$ cat config.mk
export PLATFORM = sky130hd
export DESIGN_NAME = irq_controller
export DESIGN_NICKNAME = d
export VERILOG_FILES = /design/src/hw/irq_controller.sv
export VERILOG_INCLUDE_DIRS = /design/src /design/src/hw
export SDC_FILE = /design/constraint.sdc
export NUM_CORES = 1
export LEC_CHECK = 0
export BUFFER_PORTS_ARGS = -buffer_cell sky130_fd_sc_hd__buf_2
export CAP_MARGIN = 20
export CORE_MARGIN = 1.5
export CORE_UTILIZATION = 35
export CTS_BUF_LIST = sky130_fd_sc_hd__clkbuf_2 sky130_fd_sc_hd__clkbuf_4 sky130_fd_sc_hd__clkbuf_8
export DETAILED_ROUTE_END_ITERATION = 8
export PLACE_DENSITY_LB_ADDON = 0.1
export SETUP_SLACK_MARGIN = 0.05
export SLEW_MARGIN = 40
export SYNTH_ARGS = -nofsm -noshare
export SYNTH_HDL_FRONTEND = slang
export SYNTH_SLANG_ARGS = --single-unit
$ cat constraint.sdc
create_clock -name clk -period 4.6 [get_ports clk]
set_clock_uncertainty 0.15 [all_clocks]
set_input_delay 0.46 -clock clk [delete_from_list [all_inputs] [get_ports clk]]
set_output_delay 0.46 -clock clk [all_outputs]
set_load 0.01 [all_outputs]
$ cat src/hw/exec_params.svh
`ifndef EXEC_PARAMS_SVH
`define EXEC_PARAMS_SVH

// Data widths
`define EXEC_BYTE_W            8
`define EXEC_REG_W             32

// Register banks
`define EXEC_NUM_OUT_REGS      64
`define EXEC_NUM_IN_REGS       64
`define EXEC_REG_ADDR_W        6

// Packet buffer depth in bytes
`define EXEC_PKT_BYTES         16

`define EXEC_NUM_IRQS          32

// First byte of each reply
`define EXEC_RPL_OK            8'h81
`define EXEC_RPL_ERROR         8'h80
`define EXEC_RPL_UNKNOWN       8'h85
`define EXEC_RPL_IRQ           8'h50

// Version query answer
`define EXEC_VER_HI            8'hBA
`define EXEC_VER_LO            8'hCE

// Cycles between interrupt reports
`define EXEC_HOLDOFF_DEFAULT   1000000

`endif
$ cat src/hw/irq_controller.sv
`timescale 1ns/1ps
`include "exec_params.svh"

module irq_controller #(
    parameter int holdoff_cycles = `EXEC_HOLDOFF_DEFAULT
) (
    input  logic                       clk,
    input  logic                       rst,
    input  logic [`EXEC_NUM_IRQS-1:0]  ints,
    input  logic                       clear_stb,
    input  logic [`EXEC_NUM_IRQS-1:0]  clear_vec,
    input  logic                       mask_stb,
    input  logic [`EXEC_NUM_IRQS-1:0]  mask_vec,
    input  logic                       irq_fire,
    output logic [`EXEC_NUM_IRQS-1:0]  pending,
    output logic                       irq_ready
);

    localparam int TIMER_W = $clog2(holdoff_cycles + 1);

    logic [`EXEC_NUM_IRQS-1:0] mask;
    logic [`EXEC_NUM_IRQS-1:0] clr;
    logic [TIMER_W-1:0]        timer;

    assign clr = clear_stb ? clear_vec : '0;

    // New lines win over a clear in the same cycle
    always_ff @(posedge clk)
    begin
        if (rst)
            pending <= '0;
        else
            pending <= (pending & ~clr) | ints;
    end

    always_ff @(posedge clk)
    begin
        if (rst)
            mask <= '1;              // everything enabled out of reset
        else if (mask_stb)
            mask <= mask_vec;
    end

    // Holdoff between reports
    always_ff @(posedge clk)
    begin
        if (rst)
            timer <= '0;
        else if (clear_stb)
            timer <= '0;
        else if (irq_fire)
            timer <= TIMER_W'(holdoff_cycles);
        else if (timer != '0)
            timer <= timer - 1'b1;
    end

    assign irq_ready = ((pending & mask) != '0) && (timer == '0);

endmodule

==> results_dict.tcl <==
set metrics [dict create \
    status "completed" \
    dieHeight_um 104 \
    drv_cap 0 \
    grt_start_max_net_pins 67 \
    arrival_ps 2370 \
    clk_pin_slew_ps 80 \
    holdWs_ps 156 \
    leakagePower_nw 2.02 \
    critPathMaxFanout 10 \
    cts-htree-levels 3 \
    worstHoldPathType "in -> reg" \
    coreArea_um2 9820 \
    fmax_ghz 0.335 \
    cp_cell_sequence "inv_1 > ha_1 > or3b_4 > nor4_4 > nand2_2 > nor2_1 > buf_2" \
    synthArstFlopShare_pct 0 \
    post-route-min-period_ps 2980 \
    cts_buffers 9 \
    initial_core_util_pct 36.1 \
    gp_routability_congestion 0.791 \
    clk_latency_ps 350 \
    fin_cells 654 \
    port-buffer-count 133 \
    drive_gt1_share_pct 30.7 \
    remaining_drc_errors 0 \
    setup_ws_ps 1620 \
    first_pass_iters 4 \
    antenna_found_initial 1 \
    p_per_area_nw_per_um2 386 \
    seqPwrFrac_pct 47.0 \
    setup_tns_ps 0 \
    viasPerCell 4.99 \
    max_stage_delay_ps 580 \
    syn2layout_area_growth_pct 27.5 \
    p_switching_mw 0.495 \
    dpl.hpwl_um 6570 \
    boundaryPins 134 \
    drt_wl_total_um 9140 \
    overflow 0 \
    clockBufferDepth 2 \
    cp_slowest_cell "nor4_4" \
    finalHoldViolCount 0 \
    synth_edf_count 0 \
    cts_tree "built" \
    ys_types 45 \
    ctsHoldBuffers 0 \
    dieWidth_um 104 \
    drt_iter0_markers 150 \
    postCtsSetupBuffers 0 \
    cts-root-buf "clkbuf_8" \
    startpoint_type "register" \
    switching_share_pct 28.4 \
    ys_ff_latch 84 \
    antenna_cells 0 \
    fin_crit_sh_pct 64.9 \
    syn_area_per_cell_um2 8.98 \
    syn_inst 395 \
    max-vdd-ir-drop_uv 182 \
    clkPwrFrac_pct 33.6 \
    power.internal_mw 1.25 \
    hold_depth 3 \
    rows 36 \
    synth_fp_nets 497 \
    post-route-util_pct 46.0 \
    rsz0062_at_grt "no" \
    die_area_um2 10700 \
    cts_sinks 84 \
    required_ps 3990 \
    reg2reg_depth 6 \
    ant_nets 0 \
    regToRegSetupSlack_ps 1930 \
    yosysWarningCount 0 \
    grt_pass1_wl_um 15100 \
    path_class "reg -> out" \
    syn_area_um2 3550 \
    max_slew.worst_pin.slew_ps 732 \
    wl_per_cell_um 14.0 \
    fin_nets 619 \
    synth-seq-area-share_pct 47.4 \
    slew_violations 0 \
    maxSlewHeadroom_pct 50.9 \
    post_cts_resized 0 \
    grt_pass1_vias 3203 \
    via_count 3265 \
    place_inst 639 \
    setup_viol 0 \
    preCtsSetupSlack_ps 1960 \
    synth_ff_type "dfxtp_1" \
    comb_power_share_pct 19.4 \
    setup.worst_path.end_class "output pin" \
    grt_use_total_pct 17.3 \
]
worst paths after layout:
kind                                                to             startpoint
worst max-delay path                         irq_ready  timer[0]$_SDFFE_PP0P_
worst min-delay path             pending[5]$_SDFF_PP0_                ints[5]
worst max register to register  timer[10]$_SDFFE_PP0P_  timer[0]$_SDFFE_PP0P_
worst min register to register   timer[5]$_SDFFE_PP0P_  timer[5]$_SDFFE_PP0P_
power groups by stage:
stage / logic, mW / registers (mW) / clock network [mW]
final: 0.339 / 0.821 / 0.585
after global routing: 0.379 / 0.829 / 0.641
after CTS: 0.340 / 0.821 / 0.607
after detailed placement: 0.340 / 0.838 / 0
after global placement: 0.335 / 0.837 / 0
after floorplan: 0.225 / 0.836 / 0
cell usage in the layout, fill, tap and decap left out, drive strengths merged, types with 7 or more instances in the layout:
master and count:
buf 134, dfxtp 84, nand2 43, a21oi 40, nor2 37, nor2b 33
a211o 32, a22oi 16, nor3 11, clkbuf 10, nor4 9, o31a 7
state kept, by name, indices dropped and copies added (netlist names):
| signal | cells |
|---|---|
| mask | 32 |
| pending | 32 |
| timer | 20 |
metal layers:
| metal | routed length, um | vias to the layer above | global-route usage, % | share of wire [%] |
|---|---|---|---|---|
| met5 | 12 | - | 0 | 0.13 |
| met4 | 96 | 2 | 4.76 | 1.0 |
| met3 | 528 | 9 | 5.60 | 5.8 |
| met2 | 4380 | 81 | 29.3 | 48 |
| met1 | 4120 | 1490 | 21.0 | 45 |
| li1 | - | 1683 | - | - |
worst max-delay path, delay by kind of cell (launching register included):
kind	cells	cell delay, ps
buffers and inverters	2	210
AND/OR/NAND/NOR	4	1270
flip-flops	1	350
adder cells (fa/ha/maj)	1	190
area by class of cell:
cell class | count | area (um2)
inverters | 2 | 7.51
clock inverters | 5 | 85.1
repair buffers | 134 | 676
multi-input cells | 286 | 1770
clock buffers | 10 | 138
well taps | 133 | 166
fillers | 1040 | 5300
flip-flops and latches | 84 | 1680
Yosys cell counts (3+ instances only):
cell type	count	area, um2
o31a_1	7	61.3
or3_1	3	18.8
a21oi_1	40	200
nand4_1	5	31.3
nand2b_1	6	37.5
nor4_1	6	37.5
or4_1	4	30.0
a211o_1	32	280
nand2_1	42	158
mux2i_1	4	40.0
nor3_1	10	50.1
nand3_1	6	30.0
nor2b_1	33	206
o31ai_1	5	37.5
o21ai_0	3	15.0
a22oi_1	16	120
nor2_1	37	139
clkbuf_1	21	78.8
dfxtp_1	84	1680
cells by family after synthesis:
| group | count (synthesis) | synth area share, % |
|---|---|---|
| adders and majority gates | 1 | 0.353 |
| AOI/OAI and AO/OA | 116 | 23.5 |
| muxes | 4 | 1.13 |
| DFF | 84 | 47.4 |
| and+or+nand+nor | 165 | 24.8 |
| buffers and inverters | 25 | 2.89 |
stage by stage:
| step | power (mW) | cell area [um2] |
|---|---|---|
| floorplan | 1.06 | 3550 |
| global placement | 1.17 | 4290 |
| detailed placement | 1.18 | 4300 |
| CTS | 1.77 | 4520 |
| global route | 1.85 | 4520 |
| finish | 1.74 | 4520 |
No activity file was read; power rests on OpenSTA's default activity.
