**config.mk**
```make
export PLATFORM = sky130hd
export DESIGN_NAME = cmd_sequencer
export DESIGN_NICKNAME = d
export VERILOG_FILES = /design/src/hw/exec_pkg.sv /design/src/hw/cmd_sequencer.sv
export VERILOG_INCLUDE_DIRS = /design/src /design/src/hw
export SDC_FILE = /design/constraint.sdc
export NUM_CORES = 1
export LEC_CHECK = 0
export BUFFER_PORTS_ARGS = -buffer_cell sky130_fd_sc_hd__buf_2
export CAP_MARGIN = 30
export CORE_AREA = 2 2 111 113
export DETAILED_ROUTE_END_ITERATION = 7
export DIE_AREA = 0 0 113 115
export SYNTH_ARGS = -nofsm -noshare
export SYNTH_HDL_FRONTEND = slang
export SYNTH_SLANG_ARGS = --single-unit
```
**constraint.sdc**
```tcl
create_clock -name clk -period 2.16 [get_ports clk]
set_input_delay 0.432 -clock clk [delete_from_list [all_inputs] [get_ports clk]]
set_output_delay 0.432 -clock clk [all_outputs]
set_load 0.03 [all_outputs]
```
**src/hw/exec_params.svh**
```systemverilog
`ifndef EXEC_PARAMS_SVH
`define EXEC_PARAMS_SVH

// Data widths
`define EXEC_BYTE_W            8
`define EXEC_REG_W             32

// Register banks
`define EXEC_NUM_OUT_REGS      64
`define EXEC_NUM_IN_REGS       64
`define EXEC_REG_ADDR_W        6

// Packet buffer depth in bytes
`define EXEC_PKT_BYTES         16

`define EXEC_NUM_IRQS          32

// First byte of each reply
`define EXEC_RPL_OK            8'h81
`define EXEC_RPL_ERROR         8'h80
`define EXEC_RPL_UNKNOWN       8'h85
`define EXEC_RPL_IRQ           8'h50

// Version query answer
`define EXEC_VER_HI            8'hBA
`define EXEC_VER_LO            8'hCE

// Cycles between interrupt reports
`define EXEC_HOLDOFF_DEFAULT   1000000

`endif
```
**src/hw/exec_pkg.sv**
```systemverilog
`include "exec_params.svh"

package exec_pkg;

    typedef logic [`EXEC_BYTE_W-1:0] byte_t;
    typedef logic [`EXEC_REG_W-1:0]  reg_word_t;

    // Finished packet from the receiver
    typedef struct packed {
        logic                             done;
        logic                             error;
        byte_t                            len;
        byte_t [`EXEC_PKT_BYTES-1:0]      data;  // data[0] is the opcode
    } rx_pkt_t;

    // Packet handed to the transmitter
    typedef struct packed {
        logic                             wr;
        byte_t                            len;
        byte_t [`EXEC_PKT_BYTES-1:0]      data;
    } tx_pkt_t;

    typedef enum byte_t {
        OP_VERSION   = 8'd0,
        OP_WRITE_OUT = 8'd60,
        OP_READ_IN   = 8'd61,
        OP_OUT_STBS  = 8'd62,
        OP_CLEAR_IRQ = 8'd63,
        OP_MASK_IRQ  = 8'd64
    } opcode_e;

    typedef enum logic [2:0] {
        RPL_NONE,
        RPL_OK,
        RPL_ERROR,
        RPL_UNKNOWN,
        RPL_VERSION,
        RPL_READ,
        RPL_IRQ
    } reply_e;

    // One output register write
    typedef struct packed {
        logic                             stb;
        logic [`EXEC_REG_ADDR_W-1:0]      addr;
        reg_word_t                        data;
    } out_wr_t;

endpackage

```
**src/hw/cmd_sequencer.sv**
```systemverilog
`timescale 1ns/1ps
`include "exec_params.svh"

module cmd_sequencer (
    input  logic                          clk,
    input  logic                          rst,
    input  exec_pkg::rx_pkt_t             rx,
    input  logic                          tx_busy,
    input  logic                          irq_ready,
    output exec_pkg::reply_e              reply,
    output exec_pkg::out_wr_t             out_wr,
    output logic                          in_sel_wr,
    output logic [`EXEC_REG_ADDR_W-1:0]   in_sel,
    output exec_pkg::reg_word_t           out_stbs,
    output logic                          clear_stb,
    output logic [`EXEC_NUM_IRQS-1:0]     clear_vec,
    output logic                          mask_stb,
    output logic [`EXEC_NUM_IRQS-1:0]     mask_vec,
    output logic                          irq_fire
);

    typedef enum logic [2:0] {
        S_IDLE,
        S_READ_WAIT,
        S_READ_ISSUE,
        S_DELAY,
        S_BUSY
    } state_e;

    state_e              state;
    state_e              state_nxt;
    exec_pkg::reg_word_t stbs_nxt;
    exec_pkg::reg_word_t arg_word;   // Bytes 1..4
    exec_pkg::reg_word_t wr_word;    // Bytes 2..5 after the register address

    // Little-endian fields with the lowest byte first
    assign arg_word = rx.data[4:1];
    assign wr_word  = rx.data[5:2];

    always_comb
    begin
        state_nxt    = state;
        reply        = exec_pkg::RPL_NONE;
        out_wr.stb   = 1'b0;
        out_wr.addr  = rx.data[1][`EXEC_REG_ADDR_W-1:0];
        out_wr.data  = wr_word;
        in_sel_wr    = 1'b0;
        in_sel       = rx.data[1][`EXEC_REG_ADDR_W-1:0];
        stbs_nxt     = '0;
        clear_stb    = 1'b0;
        clear_vec    = arg_word;
        mask_stb     = 1'b0;
        mask_vec     = arg_word;
        irq_fire     = 1'b0;

        case (state)
            S_IDLE:
            begin
                if (rx.done)
                begin
                    state_nxt = S_DELAY;
                    if (rx.len == '0)
                        reply = exec_pkg::RPL_OK;
                    else
                    begin
                        case (rx.data[0])
                            exec_pkg::OP_VERSION:
                                reply = exec_pkg::RPL_VERSION;
                            exec_pkg::OP_WRITE_OUT:
                            begin
                                out_wr.stb = 1'b1;
                                reply      = exec_pkg::RPL_OK;
                            end
                            exec_pkg::OP_READ_IN:
                            begin
                                in_sel_wr = 1'b1;
                                state_nxt = S_READ_WAIT; // reply once in_data settles
                            end
                            exec_pkg::OP_OUT_STBS:
                            begin
                                stbs_nxt = arg_word;
                                reply    = exec_pkg::RPL_OK;
                            end
                            exec_pkg::OP_CLEAR_IRQ:
                            begin
                                clear_stb = 1'b1;
                                reply     = exec_pkg::RPL_OK;
                            end
                            exec_pkg::OP_MASK_IRQ:
                            begin
                                mask_stb = 1'b1;
                                reply    = exec_pkg::RPL_OK;
                            end
                            default:
                                reply = exec_pkg::RPL_UNKNOWN;
                        endcase
                    end
                end
                else if (rx.error)
                begin
                    reply     = exec_pkg::RPL_ERROR;
                    state_nxt = S_DELAY;
                end
                else if (irq_ready)
                begin
                    reply     = exec_pkg::RPL_IRQ;
                    irq_fire  = 1'b1;
                    state_nxt = S_DELAY;
                end
            end
            S_READ_WAIT:
                state_nxt = S_READ_ISSUE;
            S_READ_ISSUE:
            begin
                reply     = exec_pkg::RPL_READ;
                state_nxt = S_DELAY;
            end
            S_DELAY:
                state_nxt = S_BUSY;  // give the transmitter a cycle to raise busy
            S_BUSY:
                if (!tx_busy)
                    state_nxt = S_IDLE;
            default:
                state_nxt = S_IDLE;
        endcase
    end

    always_ff @(posedge clk)
    begin
        if (rst)
        begin
            state    <= S_IDLE;
            out_stbs <= '0;
        end
        else
        begin
            state    <= state_nxt;
            out_stbs <= stbs_nxt;
        end
    end

endmodule

```
==> flow_metrics.tcl, run 1 <==
set metrics [dict create \
    synth_cell_types 24 \
    cp-end-kind "output port" \
    clock_sink_count 35 \
    total_power_mw 2.07 \
    crit_path_start_kind "input port" \
    reg2regPathDepth 7 \
    final.setup.tns_ps 0 \
    ant_nets 0 \
    hold_class "input port to flip-flop" \
    viasPerCell 3.52 \
    grt_pass1_vias 1333 \
    ys_ff_latch 35 \
    fmax_mhz 468 \
    ios 290 \
    fin_ws_ps 23.2 \
    fin_crit_sh_pct 98.9 \
    dieArea_um2 13000 \
    final_nets 462 \
    maxCapViolations 0 \
    vias 1647 \
    worstHoldStart "rx[14]" \
    cts_buffer_depth 2 \
    die_w_um 113 \
    holdPathStages 2 \
    grt-ovfl-total 0 \
    violations "DRC" \
    regArea_um2 701 \
    grt_pass1_wl_mm 6.29 \
    outcome "finished with violations" \
    synth_nets 366 \
    rows 40 \
    slowest_stage "or4_4" \
    setup_viol 0 \
    yosysSeqAreaShare_pct 33.2 \
    clkLatencyLatePin_ps 280 \
    dp_hpwl_mm 3.89 \
    drt-total-wl_mm 4.72 \
    synth_warnings 0 \
    critPathMaxFanout 5 \
    drt_first_pass_iters 5 \
    finalHoldViolations 0 \
    leakagePower_nw 1.48 \
    p_per_area_nw_per_um2 761 \
    worstMarginPinSlew_ps 382 \
    drtIter0Drc 31 \
    htree_num_levels 2 \
    hold_buffers 0 \
    drv_slew 0 \
    cts_buffers 5 \
    hold_ws_ps 395 \
    multiInputGateArea_um2 591 \
    drcViolationCount 16 \
    avgRoutedWirePerCell_um 10.1 \
    initial_core_util_pct 17.9 \
    syn2layout_area_growth_pct 28.9 \
    worst-path-stages 6 \
    slew_headroom_pct 74.3 \
    drive_above_1_share_pct 77.9 \
    placed_area_um2 2480 \
    grt_max_degree 17 \
    required_ps 1730 \
    arrival_ps 1700 \
    grt_usage_pct 6.30 \
    irDropWorstVdd_mv 0.256 \
    min_period_ps 2140 \
    path_class "input port to output port" \
    critical-path-top-delay-family "simple AND/OR/NAND/NOR gates" \
    clock_skew_ps 4.49 \
    stdcell_area_um2 2720 \
    diodes 0 \
    die_h_um 115 \
    root_buffer "clkbuf_16" \
    coreArea_um2 11800 \
    syn-instance-count 224 \
    synth_area_um2 2110 \
    crit_path_max_incr_delay_ps 550 \
    worstReg2RegStart "state[2]$_SDFFE_PP0P_" \
    antenna_found_initial 0 \
    cp-startpoint "rx[129]" \
    clk_pin_slew_ps 60 \
    dp_worst_setup_slack_ps -42.0 \
    io_buffers 193 \
    num-fill-cells 1291 \
    worst-path-buf-inv 3 \
    place_congestion 0.672 \
    cts_tree "built" \
    avgSynthCellArea_um2 9.42 \
    cp_cell_sequence "buf_2 -> or4_4 -> buf_6 -> o211ai_4 -> nor3_2 -> buf_4" \
]
[flip-flops by register name, summed over array words and instances (netlist names)]
register / cells
state: 3
out_stbs: 32
[report_power, final]
| group | internal, mW | total (mW) | switching, mW |
|---|---|---|---|
| combinational | 0.139 | 0.463 | 0.324 |
| sequential | 0.651 | 0.662 | 0.0107 |
| clock | 0.661 | 0.943 | 0.282 |
| total | 1.45 | 2.07 | 0.617 |
[placed cells by master, fill, tap and decap left out, drive strengths merged]
master / n
buf: 200
dfxtp: 35
and2: 32
nor2: 10
nand2: 5
clkbuf: 5
o21ai: 4
nor3: 4
nor4: 4
a21oi: 3
nand3: 3
or4: 2
inv: 2
bufinv: 2
a31oi: 2
o31a: 1
or2: 1
and4: 1
or3: 1
nand4b: 1
and3: 1
o211ai: 1
clkinvlp: 1
[cells by family after synthesis]
logic type / share of synthesized area, %
AND/OR/NAND/NOR: 22.7
AO/OA/AOI/OAI: 3.68
buffers and inverters: 40.4
flip-flops: 33.2
[per-layer routing]
| layer | up-vias | global-route usage, % | wire (um) |
|---|---|---|---|
| li1 | 797 | - | - |
| met3 | 13 | 1.69 | 468 |
| met4 | 0 | 3.33 | 123 |
| met2 | 115 | 11.8 | 2490 |
| met5 | - | 0 | 0 |
| met1 | 722 | 6.42 | 1640 |
[timing repair]
action	CTS	global route
cloned	0	0
setup buffers	0	1
gates resized for setup	4	6
pin swaps	0	2
setup endpoints to repair	1	4
[through the flow]
stage / cells / util [%]
global placement: 459 / 21.0
global route: 468 / 23.0
CTS: 467 / 22.8
detailed placement: 459 / 21.0
finish: 468 / 23.0
floorplan: 224 / -
[final cells by class]
type / instances / share of cell area [%]
Clock buffer: 5 / 4.60
Clock inverter: 3 / 2.49
Inverter: 2 / 0.276
Multi-Input combinational cell: 76 / 21.7
Sequential cell: 35 / 25.8
Tap cell: 147 / 6.76
Timing Repair Buffer: 200 / 38.4
[final timing paths]
check | to | slack, ps
min | out_stbs[6]$_SDFF_PP0_ | 390
max reg2reg | out_stbs[0]$_SDFF_PP0_ | 190
min reg2reg | state[0]$_SDFFE_PP0P_ | 590
max | clear_stb | 20
[cell usage after synthesis, drive strengths merged]
library cell    n  area share [%]
o211ai          1             1.0
and4            1            0.42
and2           32              13
nand4b          1            0.42
nor3            4             1.5
nand3           3            0.71
buf           111              40
nand2           5            0.89
and3            1            0.30
inv             2            0.36
o31a            1            0.42
or2             1            0.30
nor4            4             1.9
nor2           10             1.8
dfxtp          35              33
o21ai           4            0.95
or3             1            0.30
or4             2             1.1
a21oi           3            0.71
a31oi           2            0.59
No activity file was read; power rests on OpenSTA's default activity.
==> run 2: changes to the inputs <==
- BUFFER_PORTS_ARGS: -buffer_cell sky130_fd_sc_hd__buf_2 -> unset
- CORE_AREA: 2 2 111 113 -> 2 2 113 115
- DIE_AREA: 0 0 113 115 -> 0 0 115 117
- DONT_BUFFER_PORTS: unset -> 1
==> run 2 against run 1 <==
Effect of this change:
- the flow now finishes without violations
- first-iteration DRC count fell by 19%
- die area rose by 3.5%
- sequential power barely moved
- combinational power fell by 84%
- wire length fell by 14%
- register-to-register slack got worse by 30 ps
- utilization fell by 9.5 points
- critical path depth fell by 2
- clock power fell by 24%
- cell area fell by 39%
- clock skew rose by 4.5 ps
==> flow_metrics.tcl, run 2 (same netlist as run 1, synthesis figures left out) <==
set metrics [dict create \
    grt_setup_unrepaired "true" \
    ant_nets 0 \
    final_nets 268 \
    grt_pass1_wl_mm 5.40 \
    drv_slew 0 \
    path_class "input port to output port" \
    dp.cells 269 \
    p_per_area_nw_per_um2 874 \
    cts_buffers 5 \
    antenna_found_initial 0 \
    placed_area_um2 1520 \
    grt-ovfl-total 0 \
    io_buffers 0 \
    maxCapViolations 0 \
    instances_no_fill 276 \
    clock_sink_count 35 \
    die_w_um 115 \
    p_switching_mw 0.326 \
    syn2layout_area_growth_pct -21.1 \
    slowest_stage "or4_4" \
    ios 290 \
    fin_util_pct 13.5 \
    grt_max_degree 16 \
    fin_crit_sh_pct 98.3 \
    drt_first_pass_iters 4 \
    worstMarginPinSlew_ps 688 \
    slew_headroom_pct 53.8 \
    cts_buffer_depth 2 \
    irDropWorstVdd_mv 0.243 \
    drcViolationCount 0 \
    clk_pin_slew_ps 60 \
    largest_reg_flops 32 \
    drtIter0Drc 25 \
    reg2regPathDepth 5 \
    drive_above_1_share_pct 42.1 \
    required_ps 1730 \
    die_h_um 117 \
    rows 41 \
    final.setup.tns_ps 0 \
    clock_skew_ps 8.98 \
    holdPathStages 1 \
    coreArea_um2 12300 \
    cts_tree "built" \
    leakagePower_nw 0.632 \
    top_register "out_stbs" \
    grt_pass1_vias 899 \
    cp_cell_sequence "or4_4 -> or2_2 -> a31oi_2 -> buf_4" \
    setup_viol 0 \
    final_cell_mix "35 x dfxtp_1, 30 x and2_4, 10 x nor2_1" \
    post_cts_buffers 0 \
    root_buffer "clkbuf_16" \
    grt-busiest-layer "met2" \
    critPathMaxFanout 3 \
    stdcell_area_um2 1670 \
    final_common_cell "dfxtp_1" \
    finalHoldViolations 0 \
    min_period_ps 2120 \
    initial_core_util_pct 17.1 \
    place_congestion 0.716 \
    ff2ff_setup_slack_ps 160 \
    p_comb_share_pct 5.2 \
    sw_frac_of_total_pct 22.4 \
    cp-end-kind "output port" \
    hold_class "input port to flip-flop" \
    met2_usage_pct 9.41 \
    htree_num_levels 2 \
    power.internal_mw 1.13 \
    drt-total-wl_mm 4.05 \
    crit_path_max_incr_delay_ps 550 \
    total_power_mw 1.46 \
    outcome "completed" \
    dieArea_um2 13500 \
    diodes 0 \
    fmax_mhz 471 \
    arrival_ps 1690 \
    vias 972 \
    p_seq_share_pct 45.5 \
    avgRoutedWirePerCell_um 14.7 \
    clkLatencyLatePin_ps 280 \
    gr-usage-met1_pct 5.91 \
    viasPerCell 3.52 \
    dp_hpwl_mm 3.24 \
    p_clk_share_pct 49.3 \
    grt_usage_pct 5.76 \
    use_met3_pct 2.52 \
    reg.largest.list "out_stbs: 32 flops, state: 3 flops" \
    crit_path_start_kind "input port" \
]
-- run 2: cell count changes in the layout (fill, tap and decap cells not counted), sizes merged --
cell      delta
clkinvlp     -1
clkbuf       +1
clkinv       +1
bufinv       -2
buf        -194
-- run 2: final timing paths --
check | startpoint | end
setup reg to reg | state[2]$_SDFFE_PP0P_ | out_stbs[19]$_SDFF_PP0_
hold / removal | rst | state[2]$_SDFFE_PP0P_
setup / recovery | rx[133] | reply[0]
hold reg to reg | state[1]$_SDFFE_PP0P_ | state[0]$_SDFFE_PP0P_
-- run 2: worst max-delay path, delay by kind of cell --
family	cells	cell delay, ps
buf+inv	1	190
compound gates	1	180
simple gates	2	880
-- run 2: what timing repair did --
item,CTS,global route
hold buffers,0,0
gates resized for setup,0,1
setup endpoints to repair,0,1
-- run 2: per-stage QoR --
step / hold slack [ps] / setup slack [ps]
after floorplan: 504 / 36.2
after global placement: 506 / 57.9
after detailed placement: 510 / 38.8
after CTS: 200 / 38.8
after global routing: 205 / -0.917
final: 213 / 37.2
-- run 2: routing by layer --
metal,vias up,wire length [um]
li1,407,-
met1,440,1380
met2,112,2010
met3,13,524
met4,0,132
met5,-,0
-- run 2: area by class of cell --
class	count	area [um2]
fillers	1390	10600
inverters	2	7.51
flip-flops and latches	35	701
multi-input cells	76	568
clock inverters	1	5.00
well taps	150	188
clock buffers	6	139
repair buffers	6	57.6
-- run 2: power groups by stage --
stage	clock, mW	combinational (mW)	sequential (mW)
final	0.718	0.0753	0.663
after global routing	0.787	0.0805	0.663
after CTS	0.767	0.0752	0.662
after detailed placement	0	0.0752	0.676
after global placement	0	0.0731	0.675
after floorplan	0	0.434	0.674
