### src/hw/exec_params.svh
`ifndef EXEC_PARAMS_SVH
`define EXEC_PARAMS_SVH

// Data widths
`define EXEC_BYTE_W            8
`define EXEC_REG_W             32

// Register banks
`define EXEC_NUM_OUT_REGS      64
`define EXEC_NUM_IN_REGS       64
`define EXEC_REG_ADDR_W        6

// Packet buffer depth in bytes
`define EXEC_PKT_BYTES         16

`define EXEC_NUM_IRQS          32

// First byte of each reply
`define EXEC_RPL_OK            8'h81
`define EXEC_RPL_ERROR         8'h80
`define EXEC_RPL_UNKNOWN       8'h85
`define EXEC_RPL_IRQ           8'h50

// Version query answer
`define EXEC_VER_HI            8'hBA
`define EXEC_VER_LO            8'hCE

// Cycles between interrupt reports
`define EXEC_HOLDOFF_DEFAULT   1000000

`endif
### src/hw/exec_pkg.sv
`include "exec_params.svh"

package exec_pkg;

    typedef logic [`EXEC_BYTE_W-1:0] byte_t;
    typedef logic [`EXEC_REG_W-1:0]  reg_word_t;

    // Finished packet from the receiver
    typedef struct packed {
        logic                             done;
        logic                             error;
        byte_t                            len;
        byte_t [`EXEC_PKT_BYTES-1:0]      data;  // data[0] is the opcode
    } rx_pkt_t;

    // Packet handed to the transmitter
    typedef struct packed {
        logic                             wr;
        byte_t                            len;
        byte_t [`EXEC_PKT_BYTES-1:0]      data;
    } tx_pkt_t;

    typedef enum byte_t {
        OP_VERSION   = 8'd0,
        OP_WRITE_OUT = 8'd60,
        OP_READ_IN   = 8'd61,
        OP_OUT_STBS  = 8'd62,
        OP_CLEAR_IRQ = 8'd63,
        OP_MASK_IRQ  = 8'd64
    } opcode_e;

    typedef enum logic [2:0] {
        RPL_NONE,
        RPL_OK,
        RPL_ERROR,
        RPL_UNKNOWN,
        RPL_VERSION,
        RPL_READ,
        RPL_IRQ
    } reply_e;

    // One output register write
    typedef struct packed {
        logic                             stb;
        logic [`EXEC_REG_ADDR_W-1:0]      addr;
        reg_word_t                        data;
    } out_wr_t;

endpackage

### src/hw/reply_formatter.sv
`timescale 1ns/1ps
`include "exec_params.svh"

module reply_formatter (
    input  logic                       clk,
    input  logic                       rst,
    input  exec_pkg::reply_e           reply,
    input  exec_pkg::reg_word_t        in_data,
    input  logic [`EXEC_NUM_IRQS-1:0]  pending,
    output exec_pkg::tx_pkt_t          tx
);

    exec_pkg::tx_pkt_t tx_nxt;

    always_comb
    begin
        tx_nxt    = '0;
        tx_nxt.wr = (reply != exec_pkg::RPL_NONE);

        case (reply)
            exec_pkg::RPL_OK:
            begin
                tx_nxt.len     = 8'd1;
                tx_nxt.data[0] = `EXEC_RPL_OK;
            end
            exec_pkg::RPL_ERROR:
            begin
                tx_nxt.len     = 8'd1;
                tx_nxt.data[0] = `EXEC_RPL_ERROR;
            end
            exec_pkg::RPL_UNKNOWN:
            begin
                tx_nxt.len     = 8'd1;
                tx_nxt.data[0] = `EXEC_RPL_UNKNOWN;
            end
            exec_pkg::RPL_VERSION:
            begin
                tx_nxt.len     = 8'd3;
                tx_nxt.data[0] = `EXEC_RPL_OK;
                tx_nxt.data[1] = `EXEC_VER_HI;
                tx_nxt.data[2] = `EXEC_VER_LO;
            end
            exec_pkg::RPL_READ:
            begin
                tx_nxt.len       = 8'd5;
                tx_nxt.data[0]   = `EXEC_RPL_OK;
                tx_nxt.data[4:1] = in_data;    // lowest byte in data[1]
            end
            exec_pkg::RPL_IRQ:
            begin
                tx_nxt.len       = 8'd5;
                tx_nxt.data[0]   = `EXEC_RPL_IRQ;
                tx_nxt.data[4:1] = pending;
            end
            default:
                tx_nxt = '0;
        endcase
    end

    always_ff @(posedge clk)
    begin
        if (rst)
            tx <= '0;
        else
            tx <= tx_nxt;
    end

endmodule

### config.mk
export PLATFORM = sky130hd
export DESIGN_NAME = reply_formatter
export DESIGN_NICKNAME = d
export VERILOG_FILES = /design/src/hw/exec_pkg.sv /design/src/hw/reply_formatter.sv
export VERILOG_INCLUDE_DIRS = /design/src /design/src/hw
export SDC_FILE = /design/constraint.sdc
export NUM_CORES = 1
export LEC_CHECK = 0
export ABC_AREA = 1
export BUFFER_PORTS_ARGS = -buffer_cell sky130_fd_sc_hd__buf_4
export CELL_PAD_IN_SITES_DETAIL_PLACEMENT = 1
export CELL_PAD_IN_SITES_GLOBAL_PLACEMENT = 1
export CORE_MARGIN = 1
export CORE_UTILIZATION = 22
export DETAILED_ROUTE_END_ITERATION = 10
export PLACE_DENSITY = 0.89
export SYNTH_ARGS = -nofsm -noshare
export SYNTH_HDL_FRONTEND = slang
export SYNTH_SLANG_ARGS = --single-unit
### constraint.sdc
create_clock -name clk -period 0.9 [get_ports clk]
set_input_delay 0 -clock clk [delete_from_list [all_inputs] [get_ports clk]]
set_output_delay 0 -clock clk [all_outputs]
set_load 0.05 [all_outputs]
==> qor.yml, run 1 <==
die:
  core_region_area_um2: 9950
  initial_core_util_pct: 23.1
  ios: 206
  die_y_um: 104
  rows: 36
  fp.dieArea_um2: 10800
  die-width_um: 104
drt:
  detail_route.drc_violations: 0
  drt-total-wl_mm: 8.12
  routedWlPerCell_um: 13.9
  via_per_inst: 3.88
  top_layer_used: "met4"
  antenna_left: 0
  dr_total_vias: 2263
  wl_met3_um: 701
  drt_iter0_drc: 74
  drt_pass1_iterations: 4
  wl_met1_mm: 2.98
  wl_met2_mm: 4.09
place:
  dp.final_hpwl_mm: 5.33
  place.gp.congestion: 0.867
  port_buffers: 109
  dp_slack_ps: -57.7
  dpl.cell_count: 529
yosys:
  synth_common_cells: "buf_4 (98), nand2_1 (50), dfxtp_1 (40), nand4_1 (20), nand3_1 (17)"
  synthDistinctLibCells: 22
  synthFlopType: "dfxtp_1"
  netlist_area_um2: 2300
  ys_ff_latch: 40
  ys_seq_area_share_pct: 34.9
  synth_cells: 293
  synthTopCellsByArea: "dfxtp_1 (35%), buf_4 (32%), nand2_1 (8.2%), nand4_1 (5.4%), nand3_1 (3.7%)"
  synth-edff-count: 0
  yosysTopAreaCellShare_pct: 34.9
  synth.avg_cell_area_um2: 7.84
  ys_warn_count: 0
  yosysTopAreaCell: "dfxtp_1"
  async_reset_ff_share_pct: 0
  synth.most_common_cell: "buf_4"
critical_path:
  crit_path_cell_trace: "buf_4"
  crit_type: "flop to output port"
  crit_path_start_kind: "flop"
  required_ps: 900
  cpPeakStageDelay_ps: 360
  crit_buf_inv: 1
  critPathCaptureType: "output port"
  cp_data_arrival_time_ps: 880
  cp_slowest_cell: "dfxtp_1"
  critPathMaxFanout: 1
  crit_family: "flip-flops"
finish:
  n_antenna_cell: 0
  fin_util_pct: 35.0
  largest-register: "tx"
  top_regs: "tx: 40 flops"
  fill_cells: 1204
  drive_gt1_share_pct: 32.0
  largest_reg_flops: 40
  area_growth_pct: 51.9
  layout.nets: 518
  instances_no_fill: 583
cts:
  clkSinkCount: 40
  tritoncts: "done"
  root_buffer: "clkbuf_8"
  post_cts_buffers: 0
  cts_resized: 0
  cts.htree.levels: 2
  cts_buffers: 5
  path_clk_slew_ps: 80
  cts.path.max_buffers: 2
run_status:
  status: "completed"
grt:
  grt_pass1_wl_mm: 12.3
  grt_use_total_pct: 14.6
  antenna_found_initial: 0
  first_global_vias: 2341
  grt_overflow_total: 0
  grt_max_degree: 23
power:
  p_per_area_nw_per_um2: 1540
  leakage_nw: 1.82
  ir_worst_vdd_mv: 0.535
sta:
  final_hold_viol_count: 0
  rsz0062_at_grt: "false"
  fin_ws_ps: 22.9
  period_minus_slack_ps: 877
  fmax_ghz: 1.14
  drv_slew: 0
  final-setup-viol-count: 0
  period_share_pct: 97.5
  fin_setup_tns_ps: 0
worst_hold_path:
  min_path_type: "input pin to flop"
  min_from: "reply[2]"
  hold_end: "tx[0]"
  whs_path_depth: 3
job:
  maxCapViolations: 0
## worst max path at each step
stage | startpoint | endpoint | slack [ps] | cells after the start
5_1_grt | tx[19] | tx[19] | 8 | 1
3_3_place_gp | reply[0] | tx[32] | -30 | 5
4_1_cts | tx[19] | tx[19] | 20 | 1
6_report | tx[35] | tx[35] | 20 | 1
2_1_floorplan | tx[6] | tx[6] | 6 | 1
3_5_place_dp | reply[1] | tx[11] | -60 | 6
## what timing repair did
item	in CTS	in global routing
hold buffers	46	0
endpoints found under the hold margin	23	0
endpoints found under the setup margin	0	0
## metrics by stage
stage	power, W	hold WS (ps)	instance area (um2)
2_1_floorplan	0.00358	113	2650
3_3_place_gp	0.00368	203	2920
3_5_place_dp	0.00370	207	2920
4_1_cts	0.00535	32.4	3490
5_1_grt	0.00555	58.2	3490
6_report	0.00536	35.0	3490
## cells in the final DEF (no fill, tap or decap), types with 3 or more instances in the layout
master and count:
nor2_1 5, inv_1 13, nand2_2 3, nand2_1 50, nand4_1 20, clkbuf_8 5, a21oi_1 8, conb_1 96
buf_4 120, dlygate4sd3_1 46, o21ai_0 7, o21ai_2 9, dfxtp_1 40, nand3_1 17
## metal layers
layer / vias up / track usage, %
li1: 1052 / -
met1: 1035 / 14.5
met2: 151 / 27.0
met3: 25 / 4.20
met4: 0 / 8.37
met5: - / 0
## logic make-up (layout without fill, tap and decap cells)
family / Yosys count / count (layout) / share of synthesized area [%]
buffers and inverters: 128 / 190 / 37.7
and+or+nand+nor: 99 / 99 / 20.4
DFF: 40 / 40 / 34.9
AOI/OAI and AO/OA: 25 / 25 / 6.92
other: 1 / 96 / 0.163
## where the power goes
part	switching (W)	internal (W)	total [W]
combinational	0.00148	0.000503	0.00199
sequential	0.0000255	0.00184	0.00187
clock	0.000686	0.000821	0.00151
## area by class of cell
type                       count  area (um2)  share of cell area [%]
timing repair buffer         166        1360                    39.0
multi-input combinational    220         987                    28.3
clock inverter                 3        42.5                    1.22
clock buffer                   5        68.8                    1.97
inverter                      16        61.3                    1.76
tap                          133         166                    4.77
sequential                    40         801                    23.0
Note: power is estimated with default switching activity, not from simulation.
==> inputs of run 2 (changes only) <==
--- a/config.mk
+++ b/config.mk
@@ -11,9 +11,9 @@
 export CELL_PAD_IN_SITES_DETAIL_PLACEMENT = 1
 export CELL_PAD_IN_SITES_GLOBAL_PLACEMENT = 1
 export CORE_MARGIN = 1
-export CORE_UTILIZATION = 22
+export CORE_UTILIZATION = 26
 export DETAILED_ROUTE_END_ITERATION = 10
-export PLACE_DENSITY = 0.89
+export PLACE_DENSITY = 0.95
 export SYNTH_ARGS = -nofsm -noshare
 export SYNTH_HDL_FRONTEND = slang
 export SYNTH_SLANG_ARGS = --single-unit
==> constraint.sdc (replaced) <==
create_clock -name clk -period 1.01 [get_ports clk]
set_input_delay 0 -clock clk [delete_from_list [all_inputs] [get_ports clk]]
set_output_delay 0 -clock clk [all_outputs]
set_load 0.05 [all_outputs]
==> qor.yml, run 2 (synthesis results as in run 1) <==
sta:
  period_share_pct: 87.5
  final_hold_viol_count: 0  # unchanged
  fmax_ghz: 1.13
  period_minus_slack_ps: 883
  drv_slew: 0  # unchanged
  final-setup-viol-count: 0  # unchanged
  rsz0062_at_grt: "false"
  hold_slack_ps: 12.0  # -23.0 ps
finish:
  layout.nets: 514  # -0.77%
  largest-register: "tx"
  n_antenna_cell: 0  # unchanged
  area_growth_pct: 48.8
  stdcell_area_um2: 3420  # -2.0%
  largest_reg_flops: 40  # unchanged
  top_regs: "tx: 40 flops"
  instances_no_fill: 551  # -5.5%
  drive_gt1_share_pct: 31.4  # -0.61 points
  layout_common_cells: "buf_4 (117), conb_1 (96), nand2_1 (50)"
  layout.cells.most_common: "buf_4"
place:
  place.gp.congestion: 0.665  # -23%
  port_buffers: 109  # unchanged
  placed_area_um2: 2860  # -2.0%
  dp.final_hpwl_mm: 5.10  # -4.4%
  dpl.cell_count: 498  # -5.9%
grt:
  use_met1_pct: 17.8  # +3.3 points
  grt_pass1_wl_mm: 11.3  # -7.9%
  grt_max_degree: 22  # -4.3%
  first_global_vias: 2200  # -6.0%
  grt_util_met3_pct: 4.74  # +0.54 points
  antenna_found_initial: 0  # unchanged
  grt_use_total_pct: 16.7  # +2.1 points
  grtUsageMet2_pct: 30.1  # +3.2 points
  grt_overflow_total: 0  # unchanged
  busiest_layer: "met2"
drt:
  drt_pass1_iterations: 4  # unchanged
  antenna_left: 0  # unchanged
  dr_total_vias: 2259  # -0.18%
  detail_route.drc_violations: 0  # unchanged
  drt-total-wl_mm: 8.13  # +0.23%
  routedWlPerCell_um: 14.8  # +6.1%
  via_per_inst: 4.10  # +5.6%
  drt_iter0_drc: 45  # -39%
critical_path:
  crit_type: "input pin to flop"
  cp-endpoint: "tx[2]"
  critPathCaptureType: "flop"
  cp_data_arrival_time_ps: 1090  # +210 ps
  cp-startpoint: "rst"
  crit_path_start_kind: "input pin"
  required_ps: 1220  # +320 ps
  critPathMaxFanout: 9  # +8
cts:
  tritoncts: "done"
  clkSinkCount: 40  # unchanged
  cts_resized: 0  # unchanged
  post_cts_buffers: 0  # unchanged
  cts.htree.levels: 2  # unchanged
  path_clk_slew_ps: 80  # about the same
  holdBufCountCts: 45  # -2.2%
  root_buffer: "clkbuf_8"
  cts.path.max_buffers: 2  # unchanged
  cts_buffers: 5  # unchanged
die:
  die-width_um: 96.0  # -7.9%
  ios: 206  # unchanged
  core_region_area_um2: 8380  # -16%
  fp.dieArea_um2: 9210  # -15%
  rows: 33  # -8.3%
  die_y_um: 96.0  # -7.9%
  initial_core_util_pct: 27.4  # +4.3 points
run_status:
  status: "completed"
power:
  leakage_nw: 1.80  # -0.97%
  power_w: 0.00474  # -12%
  ir_worst_vdd_mv: 0.511  # -4.5%
  p_per_area_nw_per_um2: 1390  # -9.8%
job:
  maxCapViolations: 0  # unchanged
worst_hold_path:
  min_from: "in_data[8]"
  min_path_type: "input pin to flop"
## run 2: changes by cell type in the layout (fill, tap and decap cells not counted)
cell and delta:
buf_4 -3, clkbuf_1 +1, clkinvlp_4 -1, dlygate4sd3_1 -1
## run 2: worst min-delay path by stage
stage / end / slack, ps / cells past startpoint
after floorplan: tx[27] / 110 / 2
after global placement: tx[31] / 200 / 3
after detailed placement: tx[29] / 210 / 3
after CTS: tx[2] / 1 / 2
after global routing: tx[2] / 20 / 2
final: tx[16] / 10 / 3
## run 2: area by class of cell
type,instances,area [um2]
flip-flops and latches,40,801
well taps,105,131
multi-input cells,220,987
repair buffers,162,1330
fillers,1049,4960
clock buffers,6,72.6
clock inverters,2,35.0
inverters,16,61.3
## run 2: layer usage
layer / vias to the layer above / routed length (um)
met5: - / 0
li1: 1047 / -
met4: 0 / 249
met3: 21 / 863
met1: 1033 / 3090
met2: 158 / 3930
## run 2: power breakdown
group | switching [W] | total (W) | leakage (nW) | internal, W
logic | 0.00132 | 0.00176 | 1.42 | 0.000438
clock network | 0.000578 | 0.00131 | 0.0552 | 0.000734
registers | 0.0000207 | 0.00166 | 0.327 | 0.00164
## run 2: through the flow
stage	util (%)	worst slack [ps]	setup TNS, ps
after detailed placement	34.1	-27.6	-74.2
after global placement	34.1	62.9	0
after floorplan	-	116	0
after global routing	40.8	105	0
after CTS	40.8	143	0
final	40.8	127	0
## run 2: critical path, stage by stage
cell and delay (ps):
buf_4 120, dlygate4sd3_1 710, nor3_1 250
==> inputs of run 3 (changes only) <==
==> config.mk (replaced) <==
export PLATFORM = sky130hd
export DESIGN_NAME = reply_formatter
export DESIGN_NICKNAME = d
export VERILOG_FILES = /design/src/hw/exec_pkg.sv /design/src/hw/reply_formatter.sv
export VERILOG_INCLUDE_DIRS = /design/src /design/src/hw
export SDC_FILE = /design/constraint.sdc
export NUM_CORES = 1
export LEC_CHECK = 0
export CELL_PAD_IN_SITES_DETAIL_PLACEMENT = 1
export CELL_PAD_IN_SITES_GLOBAL_PLACEMENT = 1
export CORE_AREA = 2 2 80 82
export CTS_CLUSTER_DIAMETER = 80
export DETAILED_ROUTE_END_ITERATION = 10
export DIE_AREA = 0 0 82 84
export DONT_BUFFER_PORTS = 1
export PLACE_DENSITY = 0.83
export SYNTH_ARGS = -nofsm -noshare
export SYNTH_HDL_FRONTEND = slang
export SYNTH_SLANG_ARGS = --single-unit
==> qor.yml, run 3 <==
yosys:
  synth_common_cells: "buf_4 (98), dfxtp_1 (40), nor2_1 (14), a22oi_1 (13), a21oi_1 (11)"
  synthFlopType: "dfxtp_1"
  yosysTopAreaCellShare_pct: 36.2  # +1.3 points
  synth.most_common_cell: "buf_4"
  async_reset_ff_share_pct: 0  # unchanged
  synthTopCellsByArea: "dfxtp_1 (36%), buf_4 (33%), a22oi_2 (5.1%), a22oi_1 (4.4%), buf_6 (2.5%)"
  synth-edff-count: 0  # unchanged
  synth_cells: 242  # -17%
  synth.avg_cell_area_um2: 9.14  # +17%
  yosysTopAreaCell: "dfxtp_1"
  ys_seq_area_share_pct: 36.2  # +1.3 points
  ys_ff_latch: 40  # unchanged
  netlist_area_um2: 2210  # -3.7%
  ys_warn_count: 0  # unchanged
  synthDistinctLibCells: 24  # +9.1%
finish:
  largest_reg_flops: 40  # unchanged
  n_antenna_cell: 0  # unchanged
  layout_common_cells: "conb_1 (96), dlygate4sd3_1 (68), dfxtp_1 (40)"
  drive_gt1_share_pct: 12.0  # -19 points
  fin_util_pct: 43.4  # +2.6 points
  layout.cells.most_common: "conb_1"
  top_regs: "tx: 40 flops"
  layout.nets: 377  # -27%
  area_growth_pct: 19.6
  largest-register: "tx"
sta:
  slew_headroom_pct: 56.5
  fin_setup_tns_ps: 0  # unchanged
  drv_slew: 0  # unchanged
  period_minus_slack_ps: 929  # +45.1 ps
  fmax_ghz: 1.08  # -4.9%
  final-setup-viol-count: 0  # unchanged
  rsz0062_at_grt: "false"
  period_share_pct: 91.9  # +4.5 points
  final_hold_viol_count: 0  # unchanged
  worst_pin_slew_ps: 650
grt:
  grt_use_total_pct: 15.8  # -0.86 points
  grt_pass1_wl_mm: 8.19  # -28%
  grt_util_met3_pct: 5.30  # +0.56 points
  grt_overflow_total: 0  # unchanged
  busiest_layer: "met2"
  first_global_vias: 1564  # -29%
  antenna_found_initial: 0  # unchanged
  grtUsageMet2_pct: 31.0  # +0.85 points
  use_met1_pct: 14.1  # -3.8 points
  grt_max_degree: 24  # +9.1%
power:
  switching_share_pct: 42.0  # +1.4 points
  p_int_w: 0.00238  # -15%
  ir_worst_vdd_mv: 0.691  # +35%
  p_per_area_nw_per_um2: 1550  # +12%
  seq_power_share_pct: 45.4  # +10 points
  comb_power_share_pct: 31.2  # -6.0 points
  leakage_nw: 1.17  # -35%
  power.share.clock_pct: 23.5  # -4.2 points
  switching_power_w: 0.00173  # -10%
place:
  dp.final_hpwl_mm: 3.49  # -31%
  port_buffers: 0  # -100%
  place.gp.congestion: 0.609  # -8.4%
die:
  die_y_um: 84  # -12%
  die-width_um: 82  # -15%
  rows: 29  # -12%
  initial_core_util_pct: 36.3  # +8.9 points
  ios: 206  # unchanged
  core_region_area_um2: 6100  # -27%
  fp.dieArea_um2: 6890  # -25%
cts:
  path_clk_slew_ps: 70  # about the same
  root_buffer: "clkbuf_8"
  cts.path.max_buffers: 2  # unchanged
  clkSinkCount: 40  # unchanged
  tritoncts: "done"
  cts_buffers: 5  # unchanged
  cts_resized: 0  # unchanged
  cts.htree.levels: 2  # unchanged
critical_path:
  cp_data_arrival_time_ps: 930  # -160 ps
  critPathCaptureType: "output port"
  required_ps: 1010  # -210 ps
  crit_type: "flop to output port"
  crit_path_start_kind: "flop"
  critPathMaxFanout: 1  # -8
drt:
  antenna_left: 0  # unchanged
  dr_total_vias: 1594  # -29%
  routedWlPerCell_um: 15.2  # +3.3%
  drt_iter0_drc: 37  # -18%
  detail_route.drc_violations: 0  # unchanged
  via_per_inst: 4.14  # +0.99%
  drt-total-wl_mm: 5.87  # -28%
  drt_pass1_iterations: 4  # unchanged
worst_hold_path:
  min_path_type: "input pin to flop"
job:
  maxCapViolations: 0  # unchanged
run_status:
  status: "completed"
## run 3: cell count changes after synthesis, moves of 3 or more
cell / previous run / this run
a21oi_1: 8 / 11
a22oi_1: 0 / 13
a22oi_2: 0 / 9
buf_6: 1 / 5
clkbuf_1: 6 / 0
inv_1: 13 / 1
nand2_1: 50 / 10
nand2_2: 3 / 0
nand3_1: 17 / 0
nand4_1: 20 / 0
nor2_1: 5 / 14
nor2_2: 0 / 9
o21ai_0: 7 / 10
o21ai_2: 9 / 0
## run 3: through the flow
stage	total power [W]	worst slack [ps]	instance area (um2)	std cells	hold slack [ps]
2_1_floorplan	0.00320	116	2570	337	71.7
3_3_place_gp	0.00291	118	1890	310	73.9
3_5_place_dp	0.00293	8.36	1890	310	78.3
4_1_cts	0.00413	68.4	2650	385	30.8
5_1_grt	0.00429	41.7	2650	385	49.0
6_report	0.00411	81.5	2650	385	30.0
## run 3: worst min-delay path: cells and delay by family
kind,cells,cell delay [ps]
buffers and inverters,1,110
AND/OR/NAND/NOR,1,90
AO/OA/AOI/OAI,1,60
## run 3: cell families (layout without fill, tap and decap cells)
kind of cell / after synthesis / count (layout) / synth area share (%)
compound gates: 46 / 46 / 15.3
simple gates: 41 / 41 / 9.50
flops: 40 / 40 / 36.2
other cells: 1 / 96 / 0.170
buf+inv: 113 / 84 / 38.4
mux: 1 / 1 / 0.453
## run 3: timing repair
action,CTS,global route
buffers inserted,0,0
endpoints found under the hold margin,39,0
hold buffers,68,0
## run 3: metal layers
| layer | up-vias | share of wire (%) |
|---|---|---|
| met2 | 125 | 54 |
| met1 | 737 | 32 |
| li1 | 722 | - |
| met5 | - | 0 |
| met4 | 0 | 2.0 |
| met3 | 10 | 12 |
## run 3: worst paths after layout
check / from / end / depth (start not counted)
min: reply[0] / tx[17] / 3
max: tx[33] / tx[33] / 0
## run 3: power by group through the flow
stage,sequential (W),clock [W],combinational (W)
2_1_floorplan,0.00191,0,0.00129
3_3_place_gp,0.00190,0,0.00101
4_1_cts,0.00186,0.00101,0.00126
5_1_grt,0.00187,0.00108,0.00134
6_report,0.00186,0.000964,0.00128
3_5_place_dp,0.00190,0,0.00103
## run 3: layout make-up
class | instances | area [um2]
fillers | 714 | 3450
multi-input cells | 184 | 918
flip-flops and latches | 40 | 801
repair buffers | 75 | 746
well taps | 77 | 96.3
clock buffers | 6 | 72.6
inverters | 2 | 7.51
clock inverters | 1 | 5.00
